### config.mk
export PLATFORM = sky130hd
export DESIGN_NAME = snd_bank_map
export DESIGN_NICKNAME = d
export VERILOG_FILES = /design/src/snd_pkg.sv /design/src/snd_bank_map.sv
export SDC_FILE = /design/constraint.sdc
export NUM_CORES = 1
export LEC_CHECK = 0
export ABC_AREA = 0
export BUFFER_PORTS_ARGS = -buffer_cell sky130_fd_sc_hd__buf_4
export CORE_MARGIN = 5
export CORE_UTILIZATION = 42
export CTS_BUF_LIST = sky130_fd_sc_hd__clkbuf_2 sky130_fd_sc_hd__clkbuf_4 sky130_fd_sc_hd__clkbuf_8
export CTS_CLUSTER_DIAMETER = 150
export DETAILED_ROUTE_END_ITERATION = 10
export GPL_TIMING_DRIVEN = 1
export PLACE_DENSITY_LB_ADDON = 0.15
export SLEW_MARGIN = 20
export SYNTH_ARGS = -nofsm -noshare
export SYNTH_HDL_FRONTEND = slang
export SYNTH_SLANG_ARGS = --single-unit
### constraint.sdc
create_clock -name clk -period 1.1 [get_ports clk]
set_input_delay 0.11 -clock clk [delete_from_list [all_inputs] [get_ports clk]]
set_output_delay 0.11 -clock clk [all_outputs]
set_load 0.005 [all_outputs]
### src/snd_pkg.sv
//------------------------------------------------------------
// Sound board shared types
// Bus structs, sample widths, ROM banking schemes and
// the fixed mixer gains
//------------------------------------------------------------
package snd_pkg;

    typedef logic [15:0]        cpu_addr_t;
    typedef logic [7:0]         cpu_data_t;
    typedef logic [18:0]        rom_addr_t;
    typedef logic signed [15:0] fm_sample_t;
    typedef logic signed [8:0]  pcm_sample_t;
    typedef logic [7:0]         gain_t;      // 4.4 fixed point

    // Request from the sound CPU, io set for port cycles
    typedef struct packed {
        logic      cyc;
        logic      stb;
        logic      we;
        logic      io;
        cpu_addr_t adr;
        cpu_data_t dat_w;
    } wb_req_t;

    typedef struct packed {
        logic      ack;
        cpu_data_t dat_r;
    } wb_rsp_t;

    // Board variants of the program ROM banking
    typedef enum logic [1:0] {
        bank_linear,
        bank_swapped,
        bank_onehot
    } bank_scheme_t;

    typedef struct packed {
        logic [5:0] rom_msb;
        logic       pcm_rst;
        logic       pcm_mdn;   // Low selects slave mode
    } ctrl_latch_t;

    localparam gain_t fm_gain_on = 8'h0C;   // 0.75

    // Indexed by fxlevel
    localparam gain_t [3:0] pcm_gain_table = {8'h18, 8'h0C, 8'h06, 8'h03};

    localparam rom_addr_t rom_bank_base = 19'h10000;

endpackage

### src/snd_bank_map.sv
//------------------------------------------------------------
// Program ROM bank mapper
// Builds the 19-bit ROM address from the CPU address and
// the latched bank bits, per board banking scheme
//------------------------------------------------------------
`timescale 1ns/100ps

module snd_bank_map (
    input  logic               clk,
    input  logic               rst,
    input  snd_pkg::cpu_addr_t adr,
    input  logic               bank_sel,
    input  logic [5:0]         rom_msb,
    input  logic [7:0]         game_id,
    output snd_pkg::rom_addr_t rom_addr
);
    import snd_pkg::*;

    bank_scheme_t scheme;
    rom_addr_t    addr_n;

    always_comb begin
        casez (game_id[7:3])
            5'b001??: scheme = bank_swapped;
            5'b0001?: scheme = bank_onehot;
            default:  scheme = bank_linear;
        endcase
    end

    always_comb begin
        addr_n = {4'd0, adr[14:0]};    // Fixed area as is
        if (bank_sel) begin
            case (scheme)
                bank_swapped: addr_n[18:14] = {rom_msb[3], rom_msb[4], rom_msb[2:0]};
                bank_onehot: begin
                    addr_n[15:14] = rom_msb[1:0];
                    // Bit position of the one ROM enabled low
                    case (rom_msb[5:2])
                        4'b0111: addr_n[17:16] = 2'd3;
                        4'b1011: addr_n[17:16] = 2'd2;
                        4'b1101: addr_n[17:16] = 2'd1;
                        default: addr_n[17:16] = 2'd0;
                    endcase
                end
                default: addr_n[17:14] = rom_msb[3:0];
            endcase
            addr_n = addr_n + rom_bank_base;
        end
    end

    always_ff @(posedge clk or posedge rst) begin
        if (rst) rom_addr <= '0;
        else     rom_addr <= addr_n;
    end

endmodule

# After elaboration in Yosys (flattened, before gate mapping)
# Index checks and enable logic that the tools add are counted.
dict set report op_classes {
  mux 7
  eq_ne 7
  add_sub_neg 1
}
# cell n
set ops {}
lappend ops {{adder 19 x 17 -> 19 bit, second input constant} 1}
lappend ops {{2-to-1 mux 19 bit} 1}
lappend ops {{== test 4 bit, second input constant} 2}
lappend ops {{case mux 4 bit (2 select lines)} 1}
lappend ops {{case mux 2 bit (3 select lines)} 1}
lappend ops {{== test 4 x 1 -> 1 bit, second input constant} 1}
lappend ops {{== test 4 x 3 -> 1 bit, second input constant} 1}
lappend ops {{2-to-1 mux 4 bit} 1}
lappend ops {{case mux 2 bit (2 select lines)} 1}
lappend ops {{== test 3 x 1 -> 1 bit, second input constant} 1}
lappend ops {{== test 2 x 1 -> 1 bit, second input constant} 1}
lappend ops {{== test 2 bit, second input constant} 1}
lappend ops {{2-to-1 mux 1 bit} 2}
dict set report word_totals {
  in_bits 33
  out_inout_bits 19
  ff_bits 19
  word_cells 16
}

# Logic depth before layout (Yosys ltp)
# Gate-level depths: netlist of run 1.
dict set report depth {
  word_depth 7
  ltp_mapped 10
}

# Worst setup path before layout of run 1
# Ideal clock, no wire load.
dict set report synth_timing {
  kind {input-to-reg}
  startpoint {input game_id[7]}
  endpoint {register rom_addr[17]}
  slack_ps -389
  t_arrival_ps 1370
  required_ps 981
  setup_time_ps 119
  cell_stages 9
  cell_sequence {nor2_1 -> and2_1 -> inv_2 -> ha_1 -> and4b_1 -> o21ai_0 -> nand2_1 -> ha_1 -> and2_1}
}
dict set report synth_between {
  elab_chain_len 7
  elab_cells_between_ends 9
  classes_between {add/sub (1); eq/ne (4); mux (4)}
}
# item line_no
set synth_rtl {}
lappend synth_rtl {{from (decl)} snd_bank_map.sv:14} ;# input logic [7:0] game_id,
lappend synth_rtl {{== test 4 x 1 -> 1 bit / == test 3 x 1 -> 1 bit (equally long branches)} snd_bank_map.sv:23} ;# casez (game_id[7:3])
lappend synth_rtl {{case mux 2 bit (2 select lines) (*)} snd_bank_map.sv:23}
lappend synth_rtl {{== test 2 bit / == test 2 x 1 -> 1 bit (equally long branches)} snd_bank_map.sv:33} ;# case (scheme)
lappend synth_rtl {{case mux 4 bit (2 select lines) (*)} snd_bank_map.sv:33}
lappend synth_rtl {{2-to-1 mux 4 bit (*)} snd_bank_map.sv:32} ;# if (bank_sel) begin
lappend synth_rtl {{adder 19 x 17 -> 19 bit (*)} snd_bank_map.sv:47} ;# addr_n = addr_n + rom_bank_base;
lappend synth_rtl {{2-to-1 mux 19 bit (*)} snd_bank_map.sv:32}
lappend synth_rtl {{net addr_n[17]} snd_bank_map.sv:20} ;# rom_addr_t addr_n;
lappend synth_rtl {{to (signal assigned)} snd_bank_map.sv:53} ;# else rom_addr <= addr_n;
lappend synth_rtl {{to (decl)} snd_bank_map.sv:15} ;# output snd_pkg::rom_addr_t rom_addr
# The timed path passes the listed nets; every way through them passes the cells marked *. The select of a mux whose other input is x is not followed.

# Final worst setup path of run 1
dict set report layout_timing {
  startpoint {input game_id[6]}
  endpoint {register rom_addr[17]}
}
# Same word-level chain as after synthesis.

==> results of run 1 <==
Yosys cell counts (2+ instances only):
cell type | number | area share, %
dfrtp_1 | 19 | 72
and2_1 | 3 | 2.8
ha_1 | 3 | 5.7
inv_1 | 3 | 1.7
nor2_1 | 3 | 1.7
and4b_1 | 2 | 3.0
nand2_1 | 2 | 1.1
o21ai_0 | 2 | 1.5
worst min path at each step:
stage | startpoint | end | slack [ps] | cells after the start
2_1_floorplan | rst | rom_addr[0] | 60 | 1
3_3_place_gp | rst | rom_addr[18] | 110 | 3
3_5_place_dp | rst | rom_addr[18] | 130 | 3
4_1_cts | adr[14] | rom_addr[14] | 30 | 2
5_1_grt | rom_msb[1] | rom_addr[15] | 20 | 2
6_report | adr[14] | rom_addr[14] | 30 | 2
per-layer routing:
metal / up-vias / wire, microns / share of wire, % / global-route usage (%)
met4: 0 / 22 / 0.95 / 3.93
li1: 291 / - / - / -
met1: 310 / 764 / 33 / 22.0
met5: - / 0 / 0 / 0
met3: 4 / 153 / 6.6 / 6.63
met2: 26 / 1370 / 59 / 41.1
repair_timing:
action / 4_1_cts / 5_1_grt
cloned: 0 / 0
pin swaps: 7 / 3
buffers inserted: 0 / 1
resized for setup: 4 / 3
endpoints found under the hold margin: 33 / 0
hold buffers: 15 / 0
setup endpoints to repair: 3 / 2
power by group through the flow:
| stage | registers, uW | logic [uW] | clock network [uW] |
|---|---|---|---|
| 2_1_floorplan | 767 | 50.7 | 0 |
| 3_3_place_gp | 761 | 218 | 0 |
| 3_5_place_dp | 762 | 225 | 0 |
| 4_1_cts | 748 | 276 | 371 |
| 5_1_grt | 755 | 321 | 418 |
| 6_report | 751 | 295 | 372 |
stage by stage:
stage                     TNS (ps)  std cells
final                         -382        133
after global routing          -457        133
after CTS                     -273        132
after detailed placement     -1380        113
after global placement       -1230        113
after floorplan               -624         46
area by class of cell:
cell class                      count  area share, %
Inverter                            4           1.15
Tap cell                           16           1.54
Multi-Input combinational cell     23           16.4
Clock buffer                        4           2.31
Sequential cell                    19           36.5
Timing Repair Buffer               67           42.1
kinds of logic (layout without fill, tap and decap cells):
logic type / Yosys count / in the layout / share of synthesized area (%)
DFF: 19 / 19 / 72.0
and+or+nand+nor: 13 / 13 / 12.1
AOI/OAI and AO/OA: 4 / 4 / 3.60
buffers and inverters: 4 / 75 / 2.27
adders and majority gates: 3 / 3 / 5.68
xor gates and xnor gates: 2 / 2 / 2.65
muxes: 1 / 1 / 1.70
==> results by group, run 1 <==
Outcome
  • Outcome: finished, violations left
  • Failing checks: setup timing

GRT
  • Total Routing Usage GR: 21.3%
  • Vias in the first global route: 759
  • First-pass GRT wire length: 3900 microns
  • Initial antenna violation count: 0
  • Largest net degree at the start of global routing: 12
  • GRT overflow: 0

Run
  • Max Cap Violations: 0

CTS
  • Root buffer cell: clkbuf_4
  • Htree depth: 1
  • TritonCTS buffer count: 3
  • CTS Buffer Depth: 2
  • CTS Sinks: 19
  • CTS clk-pin slew, worst paths: 110 ps
  • CTS tree: done

STA
  • Final setup vio count: 2
  • Tmin final: 1290 ps
  • Final WS setup: -194 ps
  • Worst hold slack: 31.9 ps
  • Final Max Tran Viols: 0
  • Max Clock Freq: 0.773 GHz
  • Final count of hold timing violations: 0
  • Worst slew pin tran: 208 ps
  • Worst slew margin: 86.0%
  • Final worst-path cycle share: 118%
  • RSZ-0062 raised after global routing: true

Worst setup path
  • Worst path buffer plus inverter count: 1
  • Worst path depth: 8
  • Worst Setup SP: game_id[6]
  • Setup CP Type: in -> reg
  • Setup crit end: rom_addr[17]
  • Startpoint types: input port
  • Worst Path Max Fanout: 4
  • CP required: 1290 ps
  • Critical path capture point type: flop
  • Worst path top cell family by delay: simple AND/OR/NAND/NOR gates
  • CP max stage cell: ha_2
  • CP peak stage delay: 290 ps
  • Cell Chain, Critical Path: buf_6 > nor2_4 > nand3b_1 > ha_4 > nand4b_1 > o21ai_2 > ha_2 > and2_4
  • WP data arrival: 1480 ps

Drt
  • DRT antenna net count: 0
  • Residual DRC: 0
  • Total Routed Length: 2310 microns
  • Drt wl/cell: 17.4 microns
  • DR vias/cell: 4.74
  • Via count: 631
  • DR pass1 iterations: 4
  • DR iter-0 viols: 6

Pwr
  • Pwr Density: 1090 mW/mm^2
  • Internal power: 1090 uW
  • Lkg Pwr: 0.000661 uW
  • Flop pwr share: 53.0%
  • Clock power share: 26.2%
  • Combinational power share: 20.8%
  • Net Sw Frac: 22.9%
  • NetSw: 324 uW
  • Power, Total: 1420 uW
  • Peak VDD IR: 0.000927 V

Placement
  • Detail Placement HPWL: 1390 microns
  • Pre-CTS setup slack: -539 ps
  • Placed inst area: 0.00108 sq mm
  • Routability cong.: 0.777
  • Input/output buffers: 46

Floorplanning
  • Boundary Pins: 52
  • Placement row count: 14
  • DIE HEIGHT: 49.7 microns
  • Initial core utilization: 43.9%
  • Core Box Area: 0.00151 sq mm
  • DIE AREA: 0.00247 sq mm
  • Die width: 49.7 microns

Finish
  • Share of layout cells above drive strength 1: 55.6%
  • Fin area: 0.00130 sq mm
  • NumNets Final: 154
  • Largest register FFs: 19
  • ANT cells: 0
  • Multi-input logic area: 214 sq um
  • Most common cell after layout, fill and taps aside: buf_4
  • Biggest register: rom_addr
  • Commonest cells after routing, fill and taps aside: 50 x buf_4, 19 x dfrtp_1, 15 x dlygate4sd3_1, 4 x clkbuf_4, 3 x inv_1
  • Filler cells: 76
  • Largest registers: rom_addr: 19 flops
  • Layout Utilization: 86.5%
  • Layout area overhead: 97.2%
  • Register area: 475 sq um

Synth
  • Mapped Nets: 82
  • Synthesized flop and latch total: 19
  • Cell variety after synth: 17
  • Mapped cell area: 661 sq um
  • Synth Instances: 46
  • Post-synth top flop: dfrtp_1
  • Synthesis Warnings: 0
  • EDFF count, synth: 0
  • Sequential share of the synthesized area: 72.0%
  • Syn_area_per_cell: 14.4 sq um
  • Ys async rst share: 100%

Min path
  • Worst Hold Class: in -> reg
Power figures use the tool's default switching activity.
==> run 2: changes to the inputs <==
--- a/config.mk
+++ b/config.mk
@@ -5,10 +5,10 @@
 export SDC_FILE = /design/constraint.sdc
 export NUM_CORES = 1
 export LEC_CHECK = 0
-export ABC_AREA = 0
+export ABC_AREA = 1
 export BUFFER_PORTS_ARGS = -buffer_cell sky130_fd_sc_hd__buf_4
 export CORE_MARGIN = 5
-export CORE_UTILIZATION = 42
+export CORE_UTILIZATION = 43
 export CTS_BUF_LIST = sky130_fd_sc_hd__clkbuf_2 sky130_fd_sc_hd__clkbuf_4 sky130_fd_sc_hd__clkbuf_8
 export CTS_CLUSTER_DIAMETER = 150
 export DETAILED_ROUTE_END_ITERATION = 10
==> run 2 against run 1 <==
The flow finishes with violations (hold timing, setup timing). Design area up 2.9%. Clock power hardly changed. Combinational power grew 7.1%. Critical path depth grew 6.
==> results by group, run 2 <==
Placement
  • Routability cong.: 0.654 (-16%)
  • Placed inst area: 0.00112 sq mm (+4.0%)
  • Placed cells: 130 (+15%)
  • Pre-CTS setup slack: -393 ps (+147 ps)
  • Input/output buffers: 46 (unchanged)
  • Detail Placement HPWL: 1350 microns (-3.0%)

Finish
  • Fin area: 0.00134 sq mm (+2.9%)
  • Biggest register: rom_addr
  • Filler cells: 73 (-3.9%)
  • Post-Layout Cell Count: 150 (+13%)
  • Most common cell after layout, fill and taps aside: buf_4
  • NumNets Final: 171 (+11%)
  • Share of layout cells above drive strength 1: 53.0% (-2.6 points)
  • Layout area overhead: 95.1%
  • ANT cells: 0 (unchanged)
  • Largest registers: rom_addr: 19 flops
  • Commonest cells after routing, fill and taps aside: 48 x buf_4, 19 x dfrtp_1, 16 x nand2_1, 15 x dlygate4sd3_1, 8 x inv_1
  • Largest register FFs: 19 (unchanged)

Worst setup path
  • WP data arrival: 1360 ps (-120 ps)
  • CP required: 1300 ps (about the same)
  • Critical path capture point type: flop
  • Cell Chain, Critical Path: buf_6 > nor2_4 > nand2_2 > inv_2 > ha_4 > inv_2 > nand2_2 > nor2_2 > nand2_1 > nand2_2 > ha_4 > nand3_2 > nand2_1 > nor2_1
  • CP max stage cell: ha_4
  • Startpoint types: input port
  • Setup CP Type: in -> reg
  • CP peak stage delay: 210 ps (-80 ps)
  • Crit path top cell by count: nand2_2
  • Worst path top cell family by delay: simple AND/OR/NAND/NOR gates
  • Worst path buffer plus inverter count: 3 (+2)
  • Worst Path Max Fanout: 4 (unchanged)

STA
  • Final setup vio count: 2 (unchanged)
  • Tmin final: 1150 ps (-139 ps)
  • Final Max Tran Viols: 0 (unchanged)
  • Final worst-path cycle share: 105% (-13 points)
  • Max Clock Freq: 0.866 GHz (+12%)
  • Setup_tns: -86.9 ps (+295 ps)
  • Final count of hold timing violations: 1 (+1)
  • Worst hold slack: -5.61 ps (-37.5 ps)
  • Worst slew margin: 83.8% (-2.3 points)
  • RSZ-0062 raised after global routing: true
  • Final WS setup: -55.0 ps (+139 ps)
  • Worst slew pin tran: 244 ps (+35.6 ps)

Pwr
  • Lkg Pwr: 0.000717 uW (+8.5%)
  • Power, Total: 1440 uW (+1.4%)
  • Peak VDD IR: 0.000804 V (-13%)
  • Pwr Density: 1070 mW/mm^2 (-1.5%)

Synth
  • Cell variety after synth: 11 (-6)
  • Ys async rst share: 100% (unchanged)
  • Adder-Cell Fraction of Synth Area: 5.46% (-0.22 points)
  • XOR/XNOR Fraction of Synth Area: 0% (-2.7 points)
  • Largest area contributor in the netlist: dfrtp_1
  • Synthesized flop and latch total: 19 (unchanged)
  • Mapped Nets: 101 (+23%)
  • Simple logic cell fraction of the synthesized area: 15.8% (+3.7 points)
  • Mapped cell area: 687 sq um (+4.0%)
  • Area contributors post-synth: dfrtp_1 69%, nand2_1 10%, inv_1 6.0%
  • Syn_area_per_cell: 10.6 sq um (-26%)
  • Synth Instances: 65 (+41%)
  • Compound-Gate Fraction of Synth Area: 2.91% (-0.68 points)
  • Largest family of logic cells by synthesized area: simple AND/OR/NAND/NOR gates
  • Post-synth top flop: dfrtp_1
  • Area share of the largest cell type after synthesis: 69.2% (-2.8 points)
  • Synthesis Warnings: 0 (unchanged)
  • Sequential share of the synthesized area: 69.2% (-2.8 points)
  • EDFF count, synth: 0 (unchanged)
  • Multiplexer share of the synthesized area: 0% (-1.7 points)
  • Commonest cells post-synth: 19 x dfrtp_1, 19 x nand2_1, 11 x inv_1

CTS
  • TritonCTS buffer count: 3 (unchanged)
  • CTS Sinks: 19 (unchanged)
  • Htree depth: 1 (unchanged)
  • CTS tree: done
  • CTS Buffer Depth: 2 (unchanged)
  • Root buffer cell: clkbuf_4
  • CTS clk-pin slew, worst paths: 110 ps (about the same)

Floorplanning
  • DIE AREA: 0.00250 sq mm (+1.3%)
  • Placement row count: 14 (unchanged)
  • Core Box Area: 0.00151 sq mm (unchanged)
  • Initial core utilization: 45.6% (+1.7 points)
  • Boundary Pins: 52 (unchanged)
  • Die width: 50.0 microns (+0.62%)
  • DIE HEIGHT: 50.0 microns (+0.62%)

Drt
  • WL met1: 742 microns (-2.9%)
  • Top routing layer in use: met4
  • Residual DRC: 0 (unchanged)
  • Total Routed Length: 2270 microns (-1.7%)
  • DR vias/cell: 4.77 (+0.47%)
  • Drt wl/cell: 15.1 microns (-13%)
  • Via count: 715 (+13%)
  • DR WL met3: 173 microns (+13%)
  • Routed wl met2: 1310 microns (-4.5%)
  • DRT antenna net count: 0 (unchanged)
  • DR pass1 iterations: 4 (unchanged)
  • DR iter-0 viols: 9 (+3)

Outcome
  • Failing checks: hold timing, setup timing
  • Outcome: finished, violations left

GRT
  • GRT overflow: 0 (unchanged)
  • Largest net degree at the start of global routing: 20 (+8)
  • Initial antenna violation count: 0 (unchanged)
  • First-pass GRT wire length: 3750 microns (-3.9%)
  • Total Routing Usage GR: 20.2% (-1.1 points)
  • Vias in the first global route: 801 (+5.5%)

Min path
  • Worst Hold Class: in -> reg

Run
  • Max Cap Violations: 0 (unchanged)
==> run 2: final cells by class <==
class | count | area (sq um) | share of cell area (%)
clock buffer | 3 | 22.5 | 1.68
clock inverter | 1 | 5.00 | 0.373
inverter | 12 | 45.0 | 3.36
multi-input combinational | 34 | 239 | 17.8
sequential | 19 | 475 | 35.5
tap | 16 | 20.0 | 1.49
timing repair buffer | 65 | 533 | 39.8
==> run 2: power by group <==
part | internal [uW] | total, uW | switching, uW
sequential | 737 | 751 | 14.3
clock | 136 | 370 | 234
combinational | 191 | 316 | 125
==> run 2: cells by family after synthesis <==
| group | Yosys count |
|---|---|
| AOI/OAI and AO/OA | 4 |
| adders and majority gates | 3 |
| buffers and inverters | 12 |
| DFF | 19 |
| and+or+nand+nor | 27 |
==> run 2: worst paths after layout <==
check                      startpoint           end  slack (ps)  cells past startpoint
max in group asynchronous         rst   rom_addr[6]         490                      4
min in group asynchronous         rst   rom_addr[8]         400                      4
worst min-delay path       rom_msb[1]  rom_addr[15]          -6                      3
worst max-delay path       game_id[6]  rom_addr[18]         -50                     14
==> run 2: timing repair <==
item	in CTS	in global routing
hold buffers	15	0
setup buffers	1	0
hold endpoints to repair	33	0
setup endpoints to repair	2	3
pin swaps	10	1
resized for setup	7	4
==> run 2: metal layers <==
layer,vias to the layer above,track usage [%]
met3,6,5.42
met2,36,37.7
li1,331,-
met4,0,9.17
met5,-,0
met1,342,20.2
==> run 2: through the flow <==
stage                     hold WS (ps)  utilization, %
after floorplan                   61.1               -
final                            -5.61            89.0
after detailed placement           166            74.3
after CTS                         9.02            88.0
after global placement             144            74.3
after global routing              8.96            89.0
==> run 2: worst min-delay path, stage by stage <==
cell	delay [ps]
buf_4	70
nand2_1	40
inv_1	40
